## src/priv_pkg.sv

```systemverilog
// Exception codes, machine CSR addresses and the interrupt cause value
package priv_pkg;

    ////////////////////////////////////////
    // Synchronous exception causes
    ////////////////////////////////////////
    typedef enum logic [3:0] {
        NE                  = 4'd0,     // No exception
        ILLEGAL_INSTRUCTION = 4'd2,
        BREAKPOINT          = 4'd3,
        ECALL_FROM_MMODE    = 4'd11
    } exceptionCode_e;

    // Machine external interrupt, interrupt bit on top
    localparam logic [31:0] MCAUSE_IRQ = 32'h8000_000B;

    ////////////////////////////////////////
    // CSR addresses
    ////////////////////////////////////////
    localparam logic [11:0] CSR_MSTATUS = 12'h300;
    localparam logic [11:0] CSR_MTVEC   = 12'h305;
    localparam logic [11:0] CSR_MEPC    = 12'h341;
    localparam logic [11:0] CSR_MCAUSE  = 12'h342;

    // Bit positions inside mstatus
    localparam int MSTATUS_MIE_BIT  = 3;
    localparam int MSTATUS_MPIE_BIT = 7;

endpackage

```

## src/trap_unit.sv

```systemverilog
// Machine trap CSRs, interrupt enable pair and redirect target selection
module trap_unit #(
    parameter logic [31:0] MTVEC_RESET = 32'h0000_0100
) (
    input  logic                          clk,
    input  logic                          reset,
    input  logic                          irq_i,          // Machine external interrupt
    input  logic                          raise_exception_i,
    input  priv_pkg::exceptionCode_e      exception_code_i,
    input  logic                          machine_return_i,
    input  logic                          interrupt_ack_i,
    input  logic [31:0]                   pc_i,
    input  logic [11:0]                   csr_addr_i,
    output logic [31:0]                   csr_data_o,
    output logic                          interrupt_pending_o,
    output logic [31:0]                   trap_target_o
);
    import priv_pkg::*;

    logic [31:0] mepc;
    logic [31:0] mcause;
    logic [31:0] mstatus;
    logic        mie;       // Global machine interrupt enable
    logic        mpie;      // Enable saved on trap entry

    ////////////////////////////////////////
    // Trap entry and return
    ////////////////////////////////////////
    always_ff @(posedge clk) begin
        if (reset) begin
            mepc   <= '0;
            mcause <= '0;
            mie    <= 1'b1;
            mpie   <= 1'b0;
        end else if (raise_exception_i) begin
            mepc   <= pc_i;
            mcause <= {28'b0, exception_code_i};
            mpie   <= mie;
            mie    <= 1'b0;                 // Block nesting
        end else if (interrupt_ack_i) begin
            mepc   <= pc_i;
            mcause <= MCAUSE_IRQ;
            mpie   <= mie;
            mie    <= 1'b0;
        end else if (machine_return_i) begin
            mie    <= mpie;                 // Restore saved enable
        end
    end

    assign interrupt_pending_o = irq_i && mie;
    assign trap_target_o       = machine_return_i ? mepc : MTVEC_RESET;   // mepc or trap vector

    ////////////////////////////////////////
    // CSR read port
    ////////////////////////////////////////
    always_comb begin
        mstatus                   = '0;
        mstatus[MSTATUS_MIE_BIT]  = mie;
        mstatus[MSTATUS_MPIE_BIT] = mpie;
        case (csr_addr_i)
            CSR_MEPC:    csr_data_o = mepc;
            CSR_MCAUSE:  csr_data_o = mcause;
            CSR_MTVEC:   csr_data_o = MTVEC_RESET;  // No write path, vector fixed
            CSR_MSTATUS: csr_data_o = mstatus;
            default:     csr_data_o = '0;       // Unmapped reads as zero
        endcase
    end

endmodule
```

## config.mk

```make
export PLATFORM = sky130hd
export DESIGN_NAME = trap_unit
export DESIGN_NICKNAME = d
export VERILOG_FILES = /design/src/priv_pkg.sv /design/src/trap_unit.sv
export SDC_FILE = /design/constraint.sdc
export NUM_CORES = 1
export LEC_CHECK = 0
export ABC_AREA = 1
export BUFFER_PORTS_ARGS = -buffer_cell sky130_fd_sc_hd__buf_2
export CORE_MARGIN = 5
export CORE_UTILIZATION = 44
export DETAILED_ROUTE_END_ITERATION = 12
export GPL_TIMING_DRIVEN = 0
export PLACE_DENSITY = 0.88
export SLEW_MARGIN = 30
export SYNTH_ARGS = -nofsm -noshare
export SYNTH_HDL_FRONTEND = slang
export SYNTH_SLANG_ARGS = --single-unit
```

## constraint.sdc

```tcl
create_clock -name clk -period 1.55 [get_ports clk]
set_input_delay 0.31 -clock clk [delete_from_list [all_inputs] [get_ports clk]]
set_output_delay 0.31 -clock clk [all_outputs]
set_load 0.03 [all_outputs]
```

==> results by group <==
Run status
  – Outcome: finished with violations
  – Violated checks: setup timing

Timing
  – Final worst slack: -0.0612 ns
  – Hold Slack: 0.232 ns
  – RSZ-0062 raised after global routing: true
  – Slew Viols, Final: 0
  – Maximum operating frequency: 621 MHz
  – Final Hold Fails: 0
  – Worst Skew: 0.00247 ns
  – Slew @ Worst Pin: 0.329 ns
  – Final setup fails: 24
  – Period utilization: 104%
  – Worst rel slew slack: 78.1%
  – Tmin final: 1.61 ns

Floorplan
  – Die Span Y: 78.5 microns
  – # rows: 25
  – Initial Util: 44.5%
  – Die W: 78.5 microns
  – Core ar.: 4630 sq um
  – Num ports: 119
  – Die area: 6160 sq um

Power and ir drop
  – Comb pwr share: 22.0%
  – Int Power: 1.55 mW
  – Sw Share: 30.1%
  – Pwr dens: 676 nW/um^2
  – LEAKAGE: 1.86 nW
  – Clock Power Share: 27.6%
  – Peak VDD IR: 0.000526 V
  – Total Power: 2.21 mW
  – Switching power of the nets: 0.666 mW
  – Sequential share of power: 50.4%

Synth
  – EDFF count, synth: 0
  – Main flop type after synthesis: dfxtp_1
  – Synth async-reset ratio: 0%
  – Cells after Synth: 313
  – Multiplexer share of the synthesized area: 0%
  – XOR/XNOR share of the synthesized area: 0%
  – Syn avg cell area: 6.59 sq um
  – Synth Area in Compound Gates: 16.1%
  – Number of synthesized register bits: 39
  – Synth warn: 0
  – Largest family of logic cells by synthesized area: simple AND/OR/NAND/NOR gates
  – Distinct cells, synth: 21
  – Register area share after synthesis: 37.9%
  – Mapped Area: 2060 sq um
  – Post-Syn Nets: 367
  – Simple-gate share of the synthesized area: 28.8%
  – Post-Synth Adder-Cell Area: 0%

Worst setup path
  – Max Fanout on Critical Path: 8
  – Startpoint types: primary input
  – CP arrival: 1.30 ns
  – CP Data Required Time: 1.24 ns
  – Reg2reg path depth: 4
  – WS Path Type: in -> out
  – Crit end category: output pin

Drt
  – WL per Instance: 13.8 microns
  – DR vias: 2,401
  – Residual DRC: 0
  – Drt pass-1 iters: 4
  – Post-DRT Antenna Nets: 0
  – Total Wirelength: 6.89 mm
  – Iteration-0 DRC Markers: 97
  – Drt via density: 4.81

Job
  – MaxCap Viol Count: 0

Placed design
  – Port Buffers: 117
  – Global placement routability congestion: 0.855
  – Dpl hpwl: 4.90 mm

Clock tree
  – CTS Sinks: 39
  – CTS clk-pin slew, worst paths: 0.06 ns
  – Post-cts hold buffer count: 0
  – Root Buffer: clkbuf_8
  – H-tree levels: 2
  – CTS tree: built
  – TritonCTS buffer count: 5
  – Clock Latency Late Sink: 0.28 ns
  – Worst-case clock buffer depth: 2

Worst hold path
  – Worst Hold Class: in -> reg
  – Worst hold stages: 2

Final layout
  – Net count, final: 500
  – Layout cell share with drive strength beyond 1: 41.8%
  – Ant diodes: 0
  – Area delta synth->final: 58.7%

Global routing
  – Initial antenna violation count: 0
  – GRT Util Overall: 21.8%
  – First-pass GRT wire length: 10.7 mm
  – Grt total ovfl: 0
  – Vias in the first global route: 2,392
  – Pin count of the biggest net entering global routing: 11
  – Busiest grt layer: met2
  – GRT met3 Usage: 5.85%
  – Met1 GRT Util: 22.5%
  – Met2 usage: 41.6%
-- final cells by class --
cell class	count	area [sq um]
multi-input combinational	188	1060
clock buffer	6	72.6
fill	388	1360
timing repair buffer	126	908
sequential	39	781
tap	54	67.6
buffer	16	115
inverter	70	265
-- Yosys cell counts, types with 3 or more instances --
cell	n	area share [%]
o21ai_0	26	6.3
inv_2	3	0.55
nor2_2	21	6.4
nand3_1	15	3.6
nand2_1	45	8.2
nor2_4	4	2.2
nor2_1	30	5.5
clkbuf_1	3	0.55
inv_1	67	12
buf_2	10	2.4
o21ai_1	11	2.7
a21oi_1	28	6.8
dfxtp_1	39	38
-- power groups by stage --
stage | clock network [mW] | logic (mW) | registers (mW)
2_1_floorplan | 0 | 0.285 | 1.13
3_3_place_gp | 0 | 0.430 | 1.13
3_5_place_dp | 0 | 0.442 | 1.14
4_1_cts | 0.627 | 0.468 | 1.12
5_1_grt | 0.661 | 0.541 | 1.12
6_report | 0.610 | 0.487 | 1.12
-- through the flow --
step	instance area, sq um	TNS, ns	utilization (%)	setup WS (ns)	std cells
finish	3270	-0.553	70.7	-0.0612	499
CTS	3090	-0.103	66.8	-0.0248	497
floorplan	2060	0	-	0.0179	313
global placement	2720	-4.24	58.6	-0.170	484
global route	3270	-2.36	70.7	-0.113	499
detailed placement	2720	-4.37	58.6	-0.167	484
-- layer usage --
metal  vias up  wire length [microns]  part of all wire, %
met5         -                      0                    0
met4         0                    176                  2.6
met3        15                    491                  7.1
met2        94                   3850                   56
met1      1080                   2370                   34
li1       1212                      -                    -
-- critical path: stages --
cell,delay [ns]
buf_6,0.10
nor2_4,0.11
nand2_4,0.08
nor2_8,0.15
nand2_8,0.11
clkbuf_16,0.19
nor2_2,0.10
buf_6,0.14
-- sequential cells by signal (all words and copies together) (netlist names) --
name / cells
mcause: 5
mepc: 32
mie: 1
mpie: 1
-- placed cells by master, fill, tap and decap left out, types with 2 or more instances in the layout --
master,netlist,layout
a21oi_1,28,28
buf_12,0,3
buf_2,10,89
buf_4,1,13
buf_6,2,30
clkbuf_1,3,3
clkbuf_4,0,3
clkbuf_8,0,5
dfxtp_1,39,39
inv_1,67,66
inv_2,3,3
nand2_1,45,44
nand2_4,1,2
nand3_1,15,14
nor2_1,30,24
nor2_2,21,8
nor2_4,4,23
nor3_1,2,2
o21ai_0,26,26
o21ai_1,11,11
-- worst paths after layout --
path | start | end | slack, ns
worst max-delay path | csr_addr_i[11] | csr_data_o[30] | -0.06
worst min-delay path | reset | mcause[2] | 0.23
worst max register to register | mie | mie | 0.81
worst min register to register | mcause[2] | mcause[2] | 0.47
-- logic make-up (layout without fill, tap and decap cells) --
kind of cell | after synthesis | count (layout)
simple gates | 122 | 122
buf+inv | 86 | 218
compound gates | 66 | 66
flops | 39 | 39
-- timing repair --
action,4_1_cts,5_1_grt
endpoints found under the setup margin,42,45
buffers inserted,6,1
pin swaps,3,6
resized for setup,65,44
cloned,1,1
No activity file was read; power rests on OpenSTA's default activity.
