==> src/isa_pkg.sv <==
// Opcode enum, execution-unit enum and data-width constants
package isa_pkg;

    ////////////////////////////////////////
    // Data widths
    ////////////////////////////////////////
    localparam int XLEN       = 32;         // Data word width
    localparam int BYTE_LANES = XLEN / 8;   // Byte enables per word
    localparam int REG_ADDR_W = 5;          // 32 architectural registers

    ////////////////////////////////////////
    // Execution units, upper three opcode bits
    ////////////////////////////////////////
    typedef enum logic [2:0] {
        ADDER_UNIT  = 3'b000,
        MEMORY_UNIT = 3'b001,
        BRANCH_UNIT = 3'b010,
        BYPASS_UNIT = 3'b011
    } executionUnit_e;

    ////////////////////////////////////////
    // Opcodes as {unit, operation}
    ////////////////////////////////////////
    typedef enum logic [5:0] {
        ADD    = 6'b000_000,
        LB     = 6'b001_000,    // Loads share the memory unit
        LBU    = 6'b001_001,
        LH     = 6'b001_010,
        LHU    = 6'b001_011,
        LW     = 6'b001_100,
        SB     = 6'b001_101,    // Stores too
        SH     = 6'b001_110,
        SW     = 6'b001_111,
        BEQ    = 6'b010_000,
        JAL    = 6'b010_001,
        ECALL  = 6'b011_000,    // System ops go through bypass
        EBREAK = 6'b011_001,
        MRET   = 6'b011_010,
        NOP    = 6'b011_111
    } iType_e;

endpackage

==> src/priv_pkg.sv <==
// Exception codes, machine CSR addresses and the interrupt cause value
package priv_pkg;

    ////////////////////////////////////////
    // Synchronous exception causes
    ////////////////////////////////////////
    typedef enum logic [3:0] {
        NE                  = 4'd0,     // No exception
        ILLEGAL_INSTRUCTION = 4'd2,
        BREAKPOINT          = 4'd3,
        ECALL_FROM_MMODE    = 4'd11
    } exceptionCode_e;

    // Machine external interrupt, interrupt bit on top
    localparam logic [31:0] MCAUSE_IRQ = 32'h8000_000B;

    ////////////////////////////////////////
    // CSR addresses
    ////////////////////////////////////////
    localparam logic [11:0] CSR_MSTATUS = 12'h300;
    localparam logic [11:0] CSR_MTVEC   = 12'h305;
    localparam logic [11:0] CSR_MEPC    = 12'h341;
    localparam logic [11:0] CSR_MCAUSE  = 12'h342;

    // Bit positions inside mstatus
    localparam int MSTATUS_MIE_BIT  = 3;
    localparam int MSTATUS_MPIE_BIT = 7;

endpackage

==> src/retire.sv <==
// Retire stage: tag check, write-back, load alignment, store gating, trap decision
module retire #(
    parameter int TAG_WIDTH = 3
) (
    input  logic                          clk,
    input  logic                          reset,

    input  logic [31:0]                   instruction_i,
    input  logic [31:0]                   pc_i,
    input  logic [31:0]                   result0_i,      // ALU result or store data
    input  logic [31:0]                   result1_i,      // Address or jump target
    input  logic [TAG_WIDTH-1:0]          tag_i,
    input  logic [3:0]                    mem_write_enable_i,
    input  logic                          write_enable_i,
    input  logic                          jump_i,
    input  logic                          exception_i,    // Illegal instruction from decode
    input  logic                          interrupt_pending_i,
    input  isa_pkg::iType_e               instruction_operation_i,
    input  logic [31:0]                   mem_data_i,     // Word read at result1
    input  logic [31:0]                   trap_target_i,

    output logic                          regbank_write_enable_o,
    output logic [4:0]                    regbank_addr_o,
    output logic [31:0]                   regbank_data_o,
    output logic [31:0]                   mem_write_address_o,
    output logic [3:0]                    mem_write_enable_o,
    output logic [31:0]                   mem_data_o,
    output logic                          redirect_o,
    output logic [31:0]                   redirect_pc_o,
    output logic                          killed_o,
    output logic [TAG_WIDTH-1:0]          current_retire_tag_o,
    output priv_pkg::exceptionCode_e      exception_code_o,
    output logic                          raise_exception_o,
    output logic                          machine_return_o,
    output logic                          interrupt_ack_o,
    output logic [31:0]                   trap_pc_o       // Saved into mepc
);
    import isa_pkg::*;
    import priv_pkg::*;

    logic [TAG_WIDTH-1:0] curr_tag;
    logic                 killed;
    logic                 jump_live;          // Jump of a live instruction
    logic                 trap_taken;         // Exception, mret or interrupt
    logic [7:0]           load_byte;
    logic [15:0]          load_half;
    logic [XLEN-1:0]      load_data;
    executionUnit_e       execution_unit;

    assign execution_unit = executionUnit_e'(instruction_operation_i[5:3]);

    ////////////////////////////////////////
    // Tag check and tag update
    ////////////////////////////////////////
    assign killed               = (tag_i != curr_tag);  // Wrong-path shadow
    assign killed_o             = killed;
    assign current_retire_tag_o = curr_tag;

    always_ff @(posedge clk) begin
        if (reset) begin
            curr_tag <= '0;
        end else if (redirect_o) begin
            curr_tag <= curr_tag + 1'b1;    // Every redirect opens a new path
        end
    end

    ////////////////////////////////////////
    // Load alignment and write-back
    ////////////////////////////////////////
    always_comb begin
        case (result1_i[1:0])
            2'b01:   load_byte = mem_data_i[15:8];
            2'b10:   load_byte = mem_data_i[23:16];
            2'b11:   load_byte = mem_data_i[31:24];
            default: load_byte = mem_data_i[7:0];
        endcase
        load_half = result1_i[1] ? mem_data_i[31:16] : mem_data_i[15:0];

        case (instruction_operation_i)
            LB:      load_data = {{(XLEN-8){load_byte[7]}}, load_byte};
            LBU:     load_data = {{(XLEN-8){1'b0}}, load_byte};
            LH:      load_data = {{(XLEN-16){load_half[15]}}, load_half};
            LHU:     load_data = {{(XLEN-16){1'b0}}, load_half};
            default: load_data = mem_data_i;    // LW
        endcase
    end

    assign regbank_data_o         = (execution_unit == MEMORY_UNIT) ? load_data : result0_i;
    assign regbank_addr_o         = instruction_i[11:7];    // rd field
    assign regbank_write_enable_o = write_enable_i && !killed;

    ////////////////////////////////////////
    // Store gating
    ////////////////////////////////////////
    assign mem_write_address_o = result1_i;     // Also the load address
    assign mem_data_o          = result0_i;     // Already lane aligned by execute
    assign mem_write_enable_o  = killed ? 4'b0000 : mem_write_enable_i;

    ////////////////////////////////////////
    // Trap decision
    ////////////////////////////////////////
    always_comb begin
        raise_exception_o = 1'b0;
        exception_code_o  = NE;
        machine_return_o  = 1'b0;
        interrupt_ack_o   = 1'b0;
        if (!killed && exception_i) begin
            raise_exception_o = 1'b1;
            exception_code_o  = ILLEGAL_INSTRUCTION;
        end else if (!killed && instruction_operation_i == ECALL) begin
            raise_exception_o = 1'b1;
            exception_code_o  = ECALL_FROM_MMODE;
        end else if (!killed && instruction_operation_i == EBREAK) begin
            raise_exception_o = 1'b1;
            exception_code_o  = BREAKPOINT;
        end else if (!killed && instruction_operation_i == MRET) begin
            machine_return_o = 1'b1;
        end else if (interrupt_pending_i && !jump_i) begin
            interrupt_ack_o = 1'b1;     // Taken even in a killed slot
        end
    end

    assign trap_pc_o = pc_i;

    ////////////////////////////////////////
    // Redirect merge, trap wins over jump
    ////////////////////////////////////////
    assign jump_live  = jump_i && !killed;
    assign trap_taken = raise_exception_o || machine_return_o || interrupt_ack_o;
    assign redirect_o = jump_live || trap_taken;

    always_comb begin
        if (trap_taken) begin
            redirect_pc_o = trap_target_i;      // mtvec or mepc
        end else if (jump_live) begin
            redirect_pc_o = result1_i;
        end else begin
            redirect_pc_o = '0;
        end
    end

endmodule

==> config.mk <==
export PLATFORM = sky130hd
export DESIGN_NAME = retire
export DESIGN_NICKNAME = d
export VERILOG_FILES = /design/src/isa_pkg.sv /design/src/priv_pkg.sv /design/src/retire.sv
export SDC_FILE = /design/constraint.sdc
export NUM_CORES = 1
export LEC_CHECK = 0
export ABC_AREA = 1
export BUFFER_PORTS_ARGS = -buffer_cell sky130_fd_sc_hd__buf_2
export CAP_MARGIN = 10
export CORE_AREA = 5 5 149 151
export CTS_BUF_LIST = sky130_fd_sc_hd__clkbuf_4
export CTS_CLUSTER_DIAMETER = 30
export DETAILED_ROUTE_END_ITERATION = 8
export DIE_AREA = 0 0 154 156
export PLACE_DENSITY = 0.48
export SLEW_MARGIN = 15
export SYNTH_ARGS = -nofsm -noshare
export SYNTH_HDL_FRONTEND = slang
export SYNTH_SLANG_ARGS = --single-unit
==> constraint.sdc <==
create_clock -name clk -period 1.4 [get_ports clk]
set_input_delay 0.07 -clock clk [delete_from_list [all_inputs] [get_ports clk]]
set_output_delay 0.07 -clock clk [all_outputs]
set_load 0.02 [all_outputs]
==> flow_metrics.env <==
export IMPL_ys_types=39
export IMPL_htreeDepth=1
export IMPL_numCtsBuffers=3
export IMPL_drv_cap=0
export IMPL_synth_nets=713
export IMPL_syn_area_um2=2840
export IMPL_grt_pass1_vias=3917
export IMPL_finalHoldViolCount=0
export IMPL_rsz0062_at_grt="yes"
export IMPL_antenna_found_initial=0
export IMPL_synthFlopType="dfxtp_1"
export IMPL_slew_violations=0
export IMPL_r2r_cells=10
export IMPL_io_pins=393
export IMPL_globalRouteOverflowTotal=0
export IMPL_synthSimpleGateAreaFrac_pct=35.81
export IMPL_fin_setup_tns_ns=-13.18
export IMPL_end_kind="primary output"
export IMPL_violations="negative setup slack"
export IMPL_final_period_utilization_pct=126.9
export IMPL_p_total_w=0.002453
export IMPL_dpl_cell_count=1008
export IMPL_fp_dieH_um=156
export IMPL_vias=4065
export IMPL_ctsHoldBuffers=0
export IMPL_largest_reg_flops=3
export IMPL_cts_tree="built"
export IMPL_crit_path_max_fanout=16
export IMPL_row_count=53
export IMPL_routed_via_density=3.905
export IMPL_placedInstanceArea_um2=4564
export IMPL_routabilityCongestion=0.8765
export IMPL_fp_dieW_um=154
export IMPL_worst_path_buf_inv=4
export IMPL_yosysMostFrequentCell="nand2_1"
export IMPL_synth_commonest_cells="nand2_1 (147), buf_4 (102), inv_1 (45), a21oi_1 (32), o21ai_2 (32)"
export IMPL_nets=979
export IMPL_coreArea_um2=20690
export IMPL_crit_type="reg2out"
export IMPL_wl_per_cell_um=14.90
export IMPL_critical_path_top_delay_family="buffers and inverters"
export IMPL_clockRootBuffer="clkbuf_4"
export IMPL_fmax_mhz=562.9
export IMPL_area_growth_pct=107.7
export IMPL_layout_drive_gt1_share_pct=72.06
export IMPL_p_leak_nw=3.050
export IMPL_clock_path_buffers=2
export IMPL_setup_viol=52
export IMPL_period_minus_slack_ns=1.777
export IMPL_stdcell_count=1041
export IMPL_synthAdderAreaFrac_pct=0.4405
export IMPL_r2r_end="current_retire_tag_o[1]$_SDFFE_PP0P_"
export IMPL_ys_async_sr_fraction_pct=0
export IMPL_fin_skew_ns=0.006798
export IMPL_peakVddDrop_mv=0.1970
export IMPL_required_ns=1.33
export IMPL_grt_usage_pct=10.80
export IMPL_whs_path_depth=2
export IMPL_cp_depth=8
export IMPL_synth_edf_count=0
export IMPL_die_area_um2=24020
export IMPL_synth_xor_area_share_pct=0.9251
export IMPL_initial_core_util_pct=13.73
export IMPL_syn_area_per_cell_um2=5.669
export IMPL_r2r_slack_ns=-0.14
export IMPL_outcome="finished with violations"
export IMPL_crit_chain="xor2_2, inv_1, nand4_1, inv_2, clkbuf_16, nand2_1, o21ai_4, buf_6"
export IMPL_timing_rr_start="current_retire_tag_o[0]$_SDFFE_PP0P_"
export IMPL_synth_seq_area_share_pct=2.115
export IMPL_ys_seq_elements=3
export IMPL_hpwl_um=12330
export IMPL_grt_max_degree=33
export IMPL_critPathSlowestCell="dfxtp_2"
export IMPL_p_per_area_nw_per_um2=415.7
export IMPL_portBuffers=290
export IMPL_critPathLaunchType="register"
export IMPL_antenna_diode_count=0
export IMPL_grt_first_pass_wirelength_um=21170
export IMPL_clk_latency_ns=0.24
export IMPL_clock_sinks=3
export IMPL_drt_pass1_iter_count=4
export IMPL_hp_class="in2reg"
export IMPL_cp_endpoint="redirect_pc_o[24]"
export IMPL_yosysWarnings=0
export IMPL_crit_start="current_retire_tag_o[2]$_SDFFE_PP0P_"
export IMPL_fin_util_pct=28.51
export IMPL_setup_ws_ns=-0.3766
export IMPL_drc=0
export IMPL_drt_iter0_markers=192
export IMPL_yosys_area_top_type="buf_4"
export IMPL_clk_pin_slew_ns=0.04
export IMPL_critPathMaxStageDelay_ns=0.33
export IMPL_syn_inst=501
export IMPL_post_route_cell_area_um2=5899
export IMPL_antenna_left=0
export IMPL_synth_mux_area_fraction_pct=0
export IMPL_synth_compound_area_share_pct=21.23
export IMPL_synth_top_family_by_area="buffers and inverters"
export IMPL_routed_wl_um=15510
export IMPL_yosys_top_cells_area="buf_4 (27%), nand2_1 (19%), o21ai_2 (9.9%)"
export IMPL_worstPathArrival_ns=1.71
export IMPL_synth_top_area_share_pct=26.96
## cells in the final DEF, fill, tap and decap left out, types with 2 or more instances in the layout
cell and instances:
o21ai_2 2, buf_4 64, nand3_1 5, nand3_2 15, buf_16 2, nor2_1 16, buf_2 219, clkbuf_16 4
inv_1 38, o21ai_1 2, nand3_4 6, nor2_2 7, nor2_4 3, a21oi_2 2, nor4_4 2, clkbuf_4 4
or2_2 21, buf_8 3, o21ai_4 33, dfxtp_2 2, nand2_2 39, buf_6 82, inv_2 7, buf_12 9
nand2_1 97, o21ai_0 13, a21oi_1 30, nand2_4 13, nand4_1 4, inv_4 2
## cell families (layout without fill, tap and decap cells)
group,Yosys count,count (layout)
adder cells (fa/ha/maj),1,1
buffers and inverters,173,437
flip-flops,3,3
other,1,1
XOR/XNOR,3,3
AND/OR/NAND/NOR,231,232
AO/OA/AOI/OAI,89,89
## how the worst min path moves through the flow
stage,startpoint,endpoint,slack [ns]
3_5_place_dp,instruction_i[11],regbank_addr_o[4],0.14
5_1_grt,reset,current_retire_tag_o[2]$_SDFFE_PP0P_,0.01
3_3_place_gp,instruction_i[11],regbank_addr_o[4],0.14
6_report,reset,current_retire_tag_o[2]$_SDFFE_PP0P_,0.02
4_1_cts,reset,current_retire_tag_o[2]$_SDFFE_PP0P_,0.009
2_1_floorplan,reset,current_retire_tag_o[1]$_SDFFE_PP0P_,0.13
## routing by layer
| layer | global-route usage (%) | part of all wire [%] | routed length [um] |
|---|---|---|---|
| met1 | 12.41 | 38 | 5853 |
| met2 | 20.88 | 51 | 7955 |
| met3 | 1.997 | 9.0 | 1394 |
| met4 | 1.976 | 2.0 | 310 |
| met5 | 0 | 0 | 0 |
## layout make-up
cell class / instances / area, um2
clock buffers: 4 / 30.03
fillers: 2269 / 14790
well taps: 275 / 344.1
flip-flops and latches: 3 / 66.31
repair buffers: 383 / 2880
repair inverters: 1 / 5.005
inverters: 49 / 193.9
multi-input cells: 326 / 2380
## power breakdown
part	switching, W	internal [W]	leakage [nW]
Combinational	0.00115	0.00102	3.01
Clock	0.0000526	0.000127	0.0184
Sequential	0.00000835	0.0000932	0.0261
Total	0.00122	0.00124	3.05
## stage by stage
step	hold slack, ns	worst slack (ns)
2_1_floorplan	0.1317	-0.02472
3_3_place_gp	0.1401	-0.1806
3_5_place_dp	0.1401	-0.2193
4_1_cts	0.009262	-0.4483
5_1_grt	0.01382	-0.4705
6_report	0.01925	-0.3766
## what timing repair did
item	in CTS	in global routing
setup buffers	14	6
pin swaps	21	44
endpoints found under the setup margin	75	77
resized for setup	130	143
gates cloned	4	6
Power figures use the tool's default switching activity.
